**config.mk**
```make
export PLATFORM = sky130hd
export DESIGN_NAME = stream_prefetch_top
export DESIGN_NICKNAME = d
export VERILOG_FILES = /design/src/logic/stream_cfg_pkg.sv /design/src/logic/stream_if_pkg.sv /design/src/logic/stream_prefetch_top.sv /design/src/logic/stream_data_fifo.sv /design/src/logic/stream_beat_counter.sv /design/src/logic/stream_burst_fsm.sv /design/src/logic/stream_alloc_ctrl.sv
export SDC_FILE = /design/constraint.sdc
export NUM_CORES = 1
export LEC_CHECK = 0
export ABC_AREA = 1
export BUFFER_PORTS_ARGS = -buffer_cell sky130_fd_sc_hd__clkbuf_2
export CELL_PAD_IN_SITES_DETAIL_PLACEMENT = 1
export CELL_PAD_IN_SITES_GLOBAL_PLACEMENT = 1
export CORE_MARGIN = 8
export CORE_UTILIZATION = 46
export DETAILED_ROUTE_END_ITERATION = 12
export GPL_ROUTABILITY_DRIVEN = 0
export PLACE_DENSITY = 0.86
export SLEW_MARGIN = 40
export SYNTH_ARGS = -nofsm -noshare
export SYNTH_HDL_FRONTEND = slang
export SYNTH_HIERARCHICAL = 1
export SYNTH_SLANG_ARGS = --single-unit
```
**constraint.sdc**
```tcl
create_clock -name axi_aclk -period 4.42 [get_ports axi_aclk]
set_clock_uncertainty 0.05 [all_clocks]
set_input_delay 0.884 -clock axi_aclk [delete_from_list [all_inputs] [get_ports axi_aclk]]
set_output_delay 0.884 -clock axi_aclk [all_outputs]
set_load 0.01 [all_outputs]
```
**src/logic/stream_cfg_pkg.sv**
```systemverilog
// Sizes and limits for the prefetch buffer, memory bursts, addresses and data
package stream_cfg_pkg;

        // ------------------------------
        // Buffer sizing
        // ------------------------------

        // Entries in the data FIFO, also the reservation limit
        localparam int BUF_DEPTH = 32;

        // Occupancy and space counts, wide enough to hold BUF_DEPTH itself
        localparam int CNT_W = $clog2(BUF_DEPTH) + 1;

        // ------------------------------
        // Burst limits
        // ------------------------------

        // Longest burst the memory side accepts, in beats
        localparam int MAX_BURST = 16;

        // ------------------------------
        // Address and data
        // ------------------------------

        // Byte address
        localparam int ADDR_W = 32;
        // One beat of payload
        localparam int DATA_W = 32;
        // Command length, counted in beats
        localparam int LEN_W = 16;
        // Address step per beat
        localparam int BEAT_BYTES = 4;

endpackage
```
**src/logic/stream_if_pkg.sv**
```systemverilog
// Packed structs for the read command, the burst request and the returned beat
package stream_if_pkg;

        // ------------------------------
        // Command from the requester
        // ------------------------------

        // Start address and length, beats is never zero
        typedef struct packed {
                logic [stream_cfg_pkg::ADDR_W-1:0] addr;
                logic [stream_cfg_pkg::LEN_W-1:0]  beats;
        } stream_cmd_t;

        // ------------------------------
        // Burst request to memory
        // ------------------------------

        // Burst start address and length minus one
        typedef struct packed {
                logic [stream_cfg_pkg::ADDR_W-1:0] addr;
                logic [3:0]                        len;
        } stream_ar_t;

        // ------------------------------
        // Beat returned by memory
        // ------------------------------

        // Payload plus end-of-burst marker
        typedef struct packed {
                logic [stream_cfg_pkg::DATA_W-1:0] data;
                logic                              last;
        } stream_beat_t;

endpackage

```
**src/logic/stream_prefetch_top.sv**
```systemverilog
// Prefetch read engine top level joining burst FSM, beat counter, space allocator and data FIFO
`timescale 1ns/1ps

module stream_prefetch_top (
        input  logic                              axi_aclk,
        input  logic                              arst_n,

        // Read command
        input  logic                              cmd_valid,
        input  stream_if_pkg::stream_cmd_t        cmd,
        output logic                              cmd_ready,

        // Burst requests to memory
        output logic                              ar_valid,
        output stream_if_pkg::stream_ar_t         ar,
        input  logic                              ar_ready,

        // Returned beats, always accepted
        input  logic                              r_valid,
        input  stream_if_pkg::stream_beat_t       r,

        // Consumer
        output logic                              out_valid,
        output logic [stream_cfg_pkg::DATA_W-1:0] out_data,
        input  logic                              out_ready,

        // Status
        output logic [stream_cfg_pkg::CNT_W-1:0]  space_free,
        output logic                              busy
);

        // ------------------------------
        // Internal wiring
        // ------------------------------

        logic                             alloc_valid;
        logic [4:0]                       alloc_size;
        logic                             alloc_ready;
        logic                             cmd_load;
        logic [stream_cfg_pkg::LEN_W-1:0] cmd_beats;
        logic                             cmd_done;
        // Consumer drain frees one reserved entry
        logic                             drain;

        stream_burst_fsm i_fsm (
                .axi_aclk    (axi_aclk),
                .arst_n      (arst_n),
                .cmd_valid   (cmd_valid),
                .cmd         (cmd),
                .cmd_ready   (cmd_ready),
                .alloc_valid (alloc_valid),
                .alloc_size  (alloc_size),
                .alloc_ready (alloc_ready),
                .ar_valid    (ar_valid),
                .ar          (ar),
                .ar_ready    (ar_ready),
                .cmd_load    (cmd_load),
                .cmd_beats   (cmd_beats),
                .cmd_done    (cmd_done),
                .busy        (busy)
        );

        // Counts down on every returned beat
        stream_beat_counter i_counter (
                .axi_aclk   (axi_aclk),
                .arst_n     (arst_n),
                .load       (cmd_load),
                .load_beats (cmd_beats),
                .beat       (r_valid),
                .done       (cmd_done)
        );

        stream_alloc_ctrl i_alloc (
                .axi_aclk     (axi_aclk),
                .arst_n       (arst_n),
                .alloc_valid  (alloc_valid),
                .alloc_size   (alloc_size),
                .alloc_ready  (alloc_ready),
                .release_beat (drain),
                .space_free   (space_free)
        );

        stream_data_fifo i_fifo (
                .axi_aclk (axi_aclk),
                .arst_n   (arst_n),
                .wr_valid (r_valid),
                .wr_beat  (r),
                .rd_valid (out_valid),
                .rd_data  (out_data),
                .rd_ready (out_ready),
                .drain    (drain)
        );

endmodule

```
**src/logic/stream_data_fifo.sv**
```systemverilog
// Storage FIFO for returned beats with a valid/ready consumer port and drain pulse
`timescale 1ns/1ps

module stream_data_fifo (
        input  logic                              axi_aclk,
        input  logic                              arst_n,

        // Write side, no back-pressure
        input  logic                              wr_valid,
        input  stream_if_pkg::stream_beat_t       wr_beat,

        // Consumer side
        output logic                              rd_valid,
        output logic [stream_cfg_pkg::DATA_W-1:0] rd_data,
        input  logic                              rd_ready,

        // Beat handed to the consumer
        output logic                              drain
);

        // ------------------------------
        // Storage and pointers
        // ------------------------------

        // Data only, burst boundaries are of no use downstream
        logic [stream_cfg_pkg::DATA_W-1:0] mem [stream_cfg_pkg::BUF_DEPTH];

        // Extra top bit tells full from empty
        logic [stream_cfg_pkg::CNT_W-1:0] wr_ptr;
        logic [stream_cfg_pkg::CNT_W-1:0] rd_ptr;

        // Entry index without the wrap bit
        logic [stream_cfg_pkg::CNT_W-2:0] wr_idx;
        logic [stream_cfg_pkg::CNT_W-2:0] rd_idx;

        assign wr_idx = wr_ptr[stream_cfg_pkg::CNT_W-2:0];
        assign rd_idx = rd_ptr[stream_cfg_pkg::CNT_W-2:0];

        // ------------------------------
        // Write
        // ------------------------------

        // Space already reserved upstream, overflow cannot happen
        always_ff @(posedge axi_aclk) begin
                if (wr_valid) begin
                        mem[wr_idx] <= wr_beat.data;
                end
        end

        always_ff @(posedge axi_aclk or negedge arst_n) begin
                if (!arst_n) begin
                        wr_ptr <= '0;
                end else if (wr_valid) begin
                        wr_ptr <= wr_ptr + 1'b1;
                end
        end

        // ------------------------------
        // Read
        // ------------------------------

        // Written beat shows up the next cycle
        assign rd_valid = (wr_ptr != rd_ptr);
        assign rd_data  = mem[rd_idx];
        assign drain    = rd_valid && rd_ready;

        always_ff @(posedge axi_aclk or negedge arst_n) begin
                if (!arst_n) begin
                        rd_ptr <= '0;
                end else if (drain) begin
                        rd_ptr <= rd_ptr + 1'b1;
                end
        end

endmodule

```
**src/logic/stream_beat_counter.sv**
```systemverilog
// Down-counter of beats still to return for the current command, with completion flag
`timescale 1ns/1ps

module stream_beat_counter (
        input  logic                             axi_aclk,
        input  logic                             arst_n,

        // Command length, loaded on acceptance
        input  logic                             load,
        input  logic [stream_cfg_pkg::LEN_W-1:0] load_beats,

        // One per beat returned by memory
        input  logic                             beat,

        // Nothing outstanding
        output logic                             done
);

        // ------------------------------
        // Outstanding beat count
        // ------------------------------

        logic [stream_cfg_pkg::LEN_W-1:0] count;

        always_ff @(posedge axi_aclk or negedge arst_n) begin
                if (!arst_n) begin
                        count <= '0;
                end else if (load) begin
                        // No beats in flight when a new command loads
                        count <= load_beats;
                end else if (beat && (count != '0)) begin
                        count <= count - 1'b1;
                end
        end

        // High the cycle after the final beat
        assign done = (count == '0);

endmodule

```
**src/logic/stream_burst_fsm.sv**
```systemverilog
// FSM that splits a read command into bursts, reserves space and issues burst requests
`timescale 1ns/1ps

module stream_burst_fsm (
        input  logic                             axi_aclk,
        input  logic                             arst_n,

        // Command in
        input  logic                             cmd_valid,
        input  stream_if_pkg::stream_cmd_t       cmd,
        output logic                             cmd_ready,

        // Space reservation
        output logic                             alloc_valid,
        output logic [4:0]                       alloc_size,
        input  logic                             alloc_ready,

        // Burst request out
        output logic                             ar_valid,
        output stream_if_pkg::stream_ar_t        ar,
        input  logic                             ar_ready,

        // Beat counter load and completion
        output logic                             cmd_load,
        output logic [stream_cfg_pkg::LEN_W-1:0] cmd_beats,
        input  logic                             cmd_done,

        output logic                             busy
);

        typedef enum logic [1:0] {
                IDLE,
                ALLOC,
                ISSUE,
                DRAIN
        } state_t;

        state_t state;

        // Address of the next burst and beats not yet requested
        logic [stream_cfg_pkg::ADDR_W-1:0] next_addr;
        logic [stream_cfg_pkg::LEN_W-1:0]  remain;

        // Burst held stable through ar_ready stalls
        stream_if_pkg::stream_ar_t ar_q;

        // ------------------------------
        // Burst sizing
        // ------------------------------

        logic [4:0]                        burst_size;
        logic [4:0]                        burst_len_m1;
        logic [stream_cfg_pkg::LEN_W-1:0]  burst_beats;
        logic [stream_cfg_pkg::ADDR_W-1:0] burst_bytes;

        // Smaller of MAX_BURST and what is left
        assign burst_size = (remain >= stream_cfg_pkg::MAX_BURST[stream_cfg_pkg::LEN_W-1:0])
                            ? stream_cfg_pkg::MAX_BURST[4:0] : remain[4:0];

        assign burst_len_m1 = burst_size - 5'd1;
        assign burst_beats  = {{(stream_cfg_pkg::LEN_W-5){1'b0}}, burst_size};

        // Byte span of the burst
        assign burst_bytes = {{(stream_cfg_pkg::ADDR_W-5){1'b0}}, burst_size}
                             * stream_cfg_pkg::BEAT_BYTES[stream_cfg_pkg::ADDR_W-1:0];

        // ------------------------------
        // Outputs
        // ------------------------------

        assign cmd_ready   = (state == IDLE);
        assign cmd_load    = cmd_valid && cmd_ready;
        assign cmd_beats   = cmd.beats;

        assign alloc_valid = (state == ALLOC);
        assign alloc_size  = burst_size;

        assign ar_valid    = (state == ISSUE);
        assign ar          = ar_q;

        // Drops together with cmd_done, a cycle ahead of the IDLE return
        assign busy = (state != IDLE) && !((state == DRAIN) && cmd_done);

        // ------------------------------
        // State machine
        // ------------------------------

        always_ff @(posedge axi_aclk or negedge arst_n) begin
                if (!arst_n) begin
                        state     <= IDLE;
                        next_addr <= '0;
                        remain    <= '0;
                end else begin
                        case (state)
                                IDLE: begin
                                        if (cmd_valid) begin
                                                next_addr <= cmd.addr;
                                                remain    <= cmd.beats;
                                                state     <= ALLOC;
                                        end
                                end
                                // Wait for room for the whole burst
                                ALLOC: begin
                                        if (alloc_ready) begin
                                                next_addr <= next_addr + burst_bytes;
                                                remain    <= remain - burst_beats;
                                                state     <= ISSUE;
                                        end
                                end
                                ISSUE: begin
                                        if (ar_ready) begin
                                                // Last burst sent, wait for its beats
                                                state <= (remain == '0) ? DRAIN : ALLOC;
                                        end
                                end
                                DRAIN: begin
                                        if (cmd_done) begin
                                                state <= IDLE;
                                        end
                                end
                                default: state <= IDLE;
                        endcase
                end
        end

        // Burst payload, latched on the grant
        always_ff @(posedge axi_aclk) begin
                if ((state == ALLOC) && alloc_ready) begin
                        ar_q.addr <= next_addr;
                        ar_q.len  <= burst_len_m1[3:0];
                end
        end

endmodule

```
**src/logic/stream_alloc_ctrl.sv**
```systemverilog
// Virtual FIFO that reserves variable-size buffer space and frees one entry per drained beat
`timescale 1ns/1ps

module stream_alloc_ctrl (
        input  logic                             axi_aclk,
        input  logic                             arst_n,

        // Reservation request, one burst at a time
        input  logic                             alloc_valid,
        input  logic [4:0]                       alloc_size,
        output logic                             alloc_ready,

        // One pulse per beat taken by the consumer
        input  logic                             release_beat,

        // Unreserved entries
        output logic [stream_cfg_pkg::CNT_W-1:0] space_free
);

        // ------------------------------
        // Pointers and next values
        // ------------------------------

        // Pointers only, no data held here
        logic [stream_cfg_pkg::CNT_W-1:0] alloc_ptr;
        logic [stream_cfg_pkg::CNT_W-1:0] rel_ptr;
        logic [stream_cfg_pkg::CNT_W-1:0] alloc_ptr_nxt;
        logic [stream_cfg_pkg::CNT_W-1:0] rel_ptr_nxt;

        // Request size widened to pointer width
        logic [stream_cfg_pkg::CNT_W-1:0] size_ext;

        // Entries reserved after this cycle's updates
        logic [stream_cfg_pkg::CNT_W-1:0] used_nxt;

        logic grant;

        assign size_ext = {{(stream_cfg_pkg::CNT_W-5){1'b0}}, alloc_size};

        // Whole burst must fit, not just one free slot
        assign alloc_ready = (space_free >= size_ext);
        assign grant       = alloc_valid && alloc_ready;

        // Allocation side jumps by the burst size
        assign alloc_ptr_nxt = grant ? alloc_ptr + size_ext : alloc_ptr;

        // Release side steps by one
        assign rel_ptr_nxt = release_beat ? rel_ptr + 1'b1 : rel_ptr;

        // Wrapping difference, pointers carry one extra bit
        assign used_nxt = alloc_ptr_nxt - rel_ptr_nxt;

        // ------------------------------
        // State registers
        // ------------------------------

        always_ff @(posedge axi_aclk or negedge arst_n) begin
                if (!arst_n) begin
                        alloc_ptr  <= '0;
                        rel_ptr    <= '0;
                        // Whole buffer free out of reset
                        space_free <= stream_cfg_pkg::BUF_DEPTH[stream_cfg_pkg::CNT_W-1:0];
                end else begin
                        alloc_ptr  <= alloc_ptr_nxt;
                        rel_ptr    <= rel_ptr_nxt;
                        // Grant and release in one cycle both counted
                        space_free <= stream_cfg_pkg::BUF_DEPTH[stream_cfg_pkg::CNT_W-1:0]
                                      - used_nxt;
                end
        end

endmodule

```
==> results.txt, run 1 <==
- The run finished with clean final reports.
* Asr flop ratio synth: under 10%
- Setup violations remaining at the end of the flow were counted as 0.
- R2R Setup Slk: 0.34 ns
- Number of placed I/O pins: between 150 and 200
* Warning count from the yosys run: 6
- Dividing the detail-routed via count by the number of cells gives approximately 5.8.
- After routing, the total negative slack on setup checks comes to 0 ns.
- The number of global-route vias before repair came to roughly 42000.
- The first detailed-routing pass took 6 iterations.
- The critical path is of the register to output pin type.
- Post-Synthesis Cell Area: between 50000 and 60000 um^2
* Width of the die: ~350 um
- After layout, the worst setup slack is 0.0784 ns.
- Critical-path maximum fanout: 153
* Post-route total power: 35.4 mW
- Once detailed placement completed, the half-perimeter wirelength came to 95.3 mm.
* Cts hold-fix bufs: 0
- Core occupancy in the finished layout: 51.7%
- The library cell used most frequently in the layout, excluding fill and tap cells, is nand2_1.
- Of the total power, the clock network draws 27.5%.
* Part of the Yosys area used for sequential elements: around two thirds
- Once detail routing completed, the nets flagged for antenna violations numbered 0.
- In this run, flip-flops and latches consume 39.3% of the power.
* Hold Violations, Final: 0
* Max-slew violations: 0
- During placement, the flow inserted port buffers numbering 163.
- Entering global routing, the biggest net connects 171 pins.
- After synthesis, the netlist uses 52 different library cells.
- Relative to the synthesized area, the layout overhead comes to 12.3%.
- Drt first-iter violations: 4730
- STA classifies the critical path endpoint as an output pin.
- After layout, the worst path uses a little over nine tenths of the clock period.
- Post-detailed-route DRC marker count: 0
* Internal portion of total power: 21.8 mW
- Data required time at the worst endpoint: around 3.5 ns
- Slew at the pin closest to its max-slew limit: 0.918 ns
- Counting the fill cells in the layout gives 12100.
* Worst path arrival time: ~3.4 ns
- Effective utilization at floorplan: 46.1%
- R2R depth: 28
- The first global-routing pass estimated about 260 mm of wire.
- Number of antenna violations at the first check in global routing: 11
- Dividing the synthesized area by the synthesized cell count gives 10.3 um^2.
- Measured against its own limit, the worst slew margin works out to between 30% and 40%.
* Dpl ws: roughly 0.43 ns
- Clock transition at path regs: 0.06 ns
- Dividing total power by cell area gives a power density of 612 nW/um^2.
- Counting every net in the synthesized netlist gives 5146.
- The die is 351 um tall.
- Layout Nets: 5258
- Comb power frac: 33.2%
* Number of CTS-inserted buffers: around 120
* Clock root buffer master: clkbuf_16
- The floorplan has between 100 and 150 rows.
- The analysis attributes to net switching a power of 13.6 mW.
- Total number of vias: 38800
- The min-delay analysis places its worst path in the category primary input to async pin.
* Leftover overflow at the end of global routing: 0
- In this run the standard cell core region covers 112000 um^2.
* Number of flip-flops and latches in the synthesized netlist: 1156
* Post-synthesis instance total: 5023
- Leakage power: 23.9 nW
- Setup repair after global routing left no endpoint under its margin.
- The routed design could run at a clock period as short as 4.34 ns.
- STA classifies the critical path startpoint as a register.
* Number of flops mapped to enable cells by yosys: 1060
* Number of sinks handled by clock tree synthesis: 1156
* Flip-flop cell with the highest count after synthesis: edfxtp_1
* Fraction of power spent switching nets: 38.4%
* Maximum frequency from static timing analysis: 230 MHz
- Max-cap violation count: 0
- Clock latency on the worst-skew pair, taken at its later pin, is 0.70 ns.
* All-Layer GR Usage: roughly 27%
- # H-tree levels: 3
- WL/cell: approximately 26 um
- The clock passes through at most 3 buffers.
* Die outline area: 123000 um^2
- Leading cell types in the layout, fill and taps excluded: nand2_1 (1700), edfxtp_1 (1060), nand3_1 (687)
- Worst supply voltage drop on vdd: 523 uV
- Of the cells placed in the final design, the portion with a size suffix greater than 1 is 10.5%.
- Final worst hold slack: 0.184 ns
- The final layout contains routed wiring with a total length of 173 mm.
* TritonCTS clock tree: done
[what timing repair did]
action                                  in CTS  in global routing
resized for setup                            0                  5
endpoints found under the setup margin       0                  8
setup buffers                                0                  0
[per-layer routing]
| layer | part of all wire [%] | GRT usage (%) |
|---|---|---|
| met5 | 0.030 | 0 |
| met4 | 5.7 | 15.1 |
| met3 | 9.7 | 5.66 |
| met2 | 49 | 46.6 |
| met1 | 36 | 32.6 |
[worst paths after layout]
path                                                 from                               to
min                                                arst_n  i_fsm/next_addr[14]$_DFFE_PN0P_
max                          i_fifo/rd_ptr[0]$_DFFE_PN0P_                     out_data[12]
max in group asynchronous                          arst_n  i_alloc/space_free[5]$_DFF_PN1_
max reg2reg                   i_fsm/remain[6]$_DFFE_PN0P_  i_alloc/space_free[5]$_DFF_PN1_
min in group axi_aclk                             cmd[16]   i_fsm/next_addr[0]$_DFFE_PN0P_
min reg2reg                i_fsm/next_addr[0]$_DFFE_PN0P_            i_fsm/ar[4]$_DFFE_PP_
[worst max-delay path, cell delays in order (launching register included)]
cell and delay (ns):
dfrtp_4 0.61, clkinv_16 0.22, buf_16 0.41, nand2_1 0.14
nand2_1 0.14, nand2_1 0.08, a21oi_1 0.18, nor2_1 0.09
nand2_1 0.10, nand2_1 0.20, inv_1 0.11, clkbuf_2 0.14
[state kept, by name, indices dropped and copies added, names as in the netlist]
signal and cells:
i_fifo/mem 1024, i_fsm/ar 36, i_fsm/next_addr 32, i_counter/count 16, i_fsm/remain 16, i_alloc/alloc_ptr 6, i_alloc/rel_ptr 6, i_alloc/space_free 6
i_fifo/rd_ptr 6, i_fifo/wr_ptr 6, i_fsm/state 2
[cell usage after synthesis (11+ instances only)]
library cell  instances  area, um^2
nand2_1            1702        6390
nand2_2              15        93.8
inv_1               632        2370
dfrtp_1              95        2380
buf_2               161         806
nand3_2              20         200
or2_2                12        75.1
buf_4                36         270
nand3_1             687        3440
o21ai_1              19        95.1
edfxtp_1           1060       31800
a21oi_1              88         440
xor2_1               22         193
clkbuf_1             39         146
nand4_1              11        68.8
nor2_2               11        68.8
o211ai_1             40         300
o21ai_0              48         240
buf_6                16         180
ha_1                 33         413
nor2_1              171         642
[power by group through the flow]
stage	Clock (mW)	Sequential, mW	Combinational (mW)
after floorplan	0	13.9	7.26
after global placement	0	14.0	10.7
after detailed placement	0	14.1	11.3
after CTS	9.83	13.9	11.6
after global routing	10.1	14.0	12.7
final	9.75	13.9	11.8
[cells by family after synthesis]
family	synth area share, %
compound gates	2.49
mux	0.0218
flops	66.4
other cells	0.00728
buf+inv	7.47
xor+xnor	0.575
fa+ha+maj	0.918
simple gates	22.1
[per-stage QoR]
step | instances | area, um^2
global placement | 6514 | 54100
finish | 6733 | 57900
global route | 6729 | 57900
detailed placement | 6514 | 54100
CTS | 6723 | 57700
floorplan | 5023 | 51500
[area by class of cell]
class | count | area [um^2] | share of cell area [%]
well taps | 1500 | 1880 | 3.24
clock buffers | 153 | 3150 | 5.44
diodes | 7 | 17.5 | 0.0303
repair buffers | 251 | 1920 | 3.31
flip-flops and latches | 1156 | 34200 | 59.2
clock inverters | 56 | 529 | 0.915
multi-input cells | 2969 | 13700 | 23.7
inverters | 641 | 2440 | 4.22
Power figures use the tool's default switching activity.
==> run 2, diff against run 1 <==
- ABC_AREA: 1 -> default
- PLACE_DENSITY: 0.86 -> 0.8
==> run 2 against run 1 <==
  * Non-clock buffer count is 3 higher
  * Hold slack worse by 0.070 ns
  * Clock-buffer cell count is 14 lower
  * Worst setup slack worse by 0.064 ns
  * Sequential cell count stayed put
==> results.txt, run 2 <==
- Unrepaired setup endpoints after global routing: yes
* Clock root buffer master: clkbuf_16
- Final Setup Violations: 0
- Port buffering added 163 buffers.
- The path class of the tightest hold or removal check is primary input to async pin.
* All-Layer GR Usage: a little under a quarter
- The routed design uses 65.2 mm of met2 wire.
- Met3 wirelength from detailed routing: 10.6 mm
- The initial utilization of the core area, before any placement, comes to 46.4%.
- Number of flip-flops and latches in the synthesized netlist: 1156
- Uppermost routed layer: met5
- Type of element capturing the critical path: output pin
* First-pass iteration count of the detailed router: 5
- Power density normalized to cell area: 653 nW/um^2
* Library cell with the largest summed area after synthesis: edfxtp_1
- Asr flop ratio synth: roughly 8.3%
- Type of origin of the critical path: register
- Leakage power: between 15 and 20 nW
- In the final routed layout, each cell accounts on average for 31.5 um.
* Number of CTS-inserted buffers: 117
* # H-tree levels: 3
- Post-synthesis cell type count: 85
- Number of placed I/O pins: 165
* Top cell types by occurrence after synthesis: edfxtp_1 (1060), mux4_2 (191), mux2i_1 (133)
- Share of final-layout standard cells stronger than drive strength 1: 24.7%
* Setup repair bufs after CTS: 0
- Layout Nets: approximately 2800
- The share of synthesized area in the top cell type comes to 68.6%.
* Leading cell types in the layout, fill and taps excluded: edfxtp_1 (1060), mux4_2 (191), clkbuf_2 (162)
- The die covers 111000 um^2.
- Most area-consuming cells after synthesis: edfxtp_1 (69%), mux4_2 (9.3%), dfrtp_1 (5.1%)
* Number of flops mapped to enable cells by yosys: 1060
* Relative max-transition margin: 43.8%
- Via count of the first global-routing pass: 28300
- The die is between 300 and 400 um wide.
- Relative to the synthesized area, the layout overhead comes to 14.5%.
* Area taken by multi-input logic gates: roughly 11000 um^2
- Total cell area at the placement stage: ~49000 um^2
- Mean instance size in the synthesized netlist: 18.6 um^2
* Register area: around 34000 um^2
- No sink is reached through more buffers than the 3 on the longest clock path.
- TritonCTS clock tree: done
- Top register by number of flip-flops: i_fifo/mem
- In the routed design, unresolved DRC markers number 0.
- Crit Path Category: register to output pin
* Cts hold-fix bufs: 0
- Once routing completed, OpenROAD measured the worst setup slack at 0.0142 ns.
- Post-synthesis instance total: 2492
* Number of antenna violations at the first check in global routing: 6
- Die boundary height: around 330 um
* Clock transition at path regs: 0.06 ns
* Dpl ws: 0.144 ns
- Across the run, the number of max-cap violations was 0.
- Worst supply voltage drop on vdd: around 410 uV
* Via density per instance: 6.37
* Clock network latency to the later pin of the worst-skew pair: between 0.7 and 0.8 ns
* Final critical-path share of the clock period: 99.7%
- The tree built by TritonCTS fans out to 1156 sinks.
- R2R Setup Slk: 0.18 ns
- At the worst endpoint, the arrival time is approximately 3.5 ns.
- Post-Route M1 WL: 47.8 mm
* Aggregate routed wire length: 130 mm
* Max-slew violations: 0
* Max FFs per register: approximately 1000
- In the synthesized netlist the dominant register cell turns out to be edfxtp_1.
- DRT antenna net count: 0
* Post-Synthesis Cell Area: about 46000 um^2
* Syn Nets: 2615
- Static timing analysis puts the maximum clock frequency at 227 MHz.
- Of the synthesized area, sequential elements account for 73.8%.
- Most common library cell in the layout ignoring fill and taps: edfxtp_1
- The finished cells cover approximately 53000 um^2.
- The first global-routing pass estimated 188 mm of wire.
- Min Clock Period, post-route: 4.41 ns
- Core occupancy in the finished layout: a little over half
- Hold Violations, Final: 0
- The routed layout has 26200 vias.
- Core Footprint: 100000 um^2
- Pin count of the biggest net entering global routing: 87
* Data required time at the worst endpoint: 3.49 ns
- Number of filler cells placed in the layout: 9003
- Critical-path maximum fanout: 36
- Cell row count: 116
* Warning count from the yosys run: 6
* Drt first-iter violations: 2901
* Half-perimeter wire length after placement: 72.0 mm
- Yosys instantiated no cell more often than edfxtp_1.
- At the pin with the least slew margin, the transition time is 0.843 ns.
- Leftover overflow at the end of global routing: 0
- Result of the run: completed
[run 2: cell types whose count changed after synthesis, sizes merged, moves of 34 or more]
cell	previous run	this run
nand2	1725	78
buf	216	97
a211oi	0	41
o221ai	0	35
a22oi	0	96
nor2	191	85
o21ai	71	36
inv	640	35
mux2i	0	133
mux4	0	191
nand3	707	35
nor3	11	45
[run 2: what timing repair did]
| item | in CTS | in global routing |
|---|---|---|
| gates resized for setup | 1 | 7 |
| setup endpoints to repair | 2 | 9 |
| pin swaps | 1 | 0 |
[run 2: final timing paths]
kind / start / to / cells after the start
worst max-delay path: i_fifo/rd_ptr[1]$_DFFE_PN0P_ / out_data[10] / 6
worst min-delay path: arst_n / i_fsm/next_addr[3]$_DFFE_PN0P_ / 1
worst max register to register: i_fsm/remain[10]$_DFFE_PN0P_ / i_alloc/space_free[5]$_DFF_PN1_ / 21
worst min register to register: i_fsm/next_addr[0]$_DFFE_PN0P_ / i_fsm/ar[4]$_DFFE_PP_ / 0
max in group asynchronous: arst_n / i_counter/count[15]$_DFFE_PN0P_ / 2
min in group axi_aclk: cmd[17] / i_fsm/next_addr[1]$_DFFE_PN0P_ / 3
[run 2: metrics by stage]
| step | hold slack, ns | setup TNS, ns | power [mW] | cells |
|---|---|---|---|---|
| 3_5_place_dp | 0.390 | 0 | 24.6 | 3888 |
| 5_1_grt | 0.146 | -0.129 | 35.9 | 4112 |
| 4_1_cts | 0.223 | 0 | 34.8 | 4107 |
| 6_report | 0.115 | 0 | 34.7 | 4112 |
| 3_3_place_gp | 0.382 | 0 | 24.0 | 3888 |
| 2_1_floorplan | 0.375 | 0 | 21.0 | 2492 |
[run 2: cell families (layout without fill, tap and decap cells)]
kind of cell	count (synthesis)	in the layout	synth area share, %
buffers and inverters	192	509	2.27
AND/OR/NAND/NOR	333	333	3.63
AO/OA/AOI/OAI	414	414	6.38
flip-flops	1156	1156	73.8
multiplexers	330	330	12.3
adder cells (fa/ha/maj)	36	36	1.02
XOR/XNOR	30	30	0.596
other	1	6	0.00808
[run 2: power by group]
part,total [mW],internal [mW],leakage [nW],switching (mW)
clock,10.1,5.78,1.88,4.32
combinational,10.6,4.17,5.19,6.41
sequential,14.0,13.1,10.7,0.873
[run 2: metal layers]
layer / vias up / global-route usage [%]
met3: 349 / 3.82
li1: 10700 / -
met1: 13800 / 28.1
met5: - / 0
met2: 1381 / 39.0
met4: 2 / 10.2
[run 2: layout make-up]
class                      count  share of cell area, %
sequential                  1156                   64.5
multi-input combinational   1144                   21.4
clock buffer                 139                   5.77
timing repair buffer         254                   3.33
tap                         1298                   3.06
clock inverter                80                   1.64
inverter                      36                  0.254
antenna                        5                 0.0236
[run 2: critical path, stage by stage (launching register included)]
cell	delay, ns
dfrtp_4	0.70
nand3_4	0.61
buf_12	0.43
o221ai_1	0.29
a21oi_1	0.10
a22oi_1	0.42
clkbuf_2	0.23
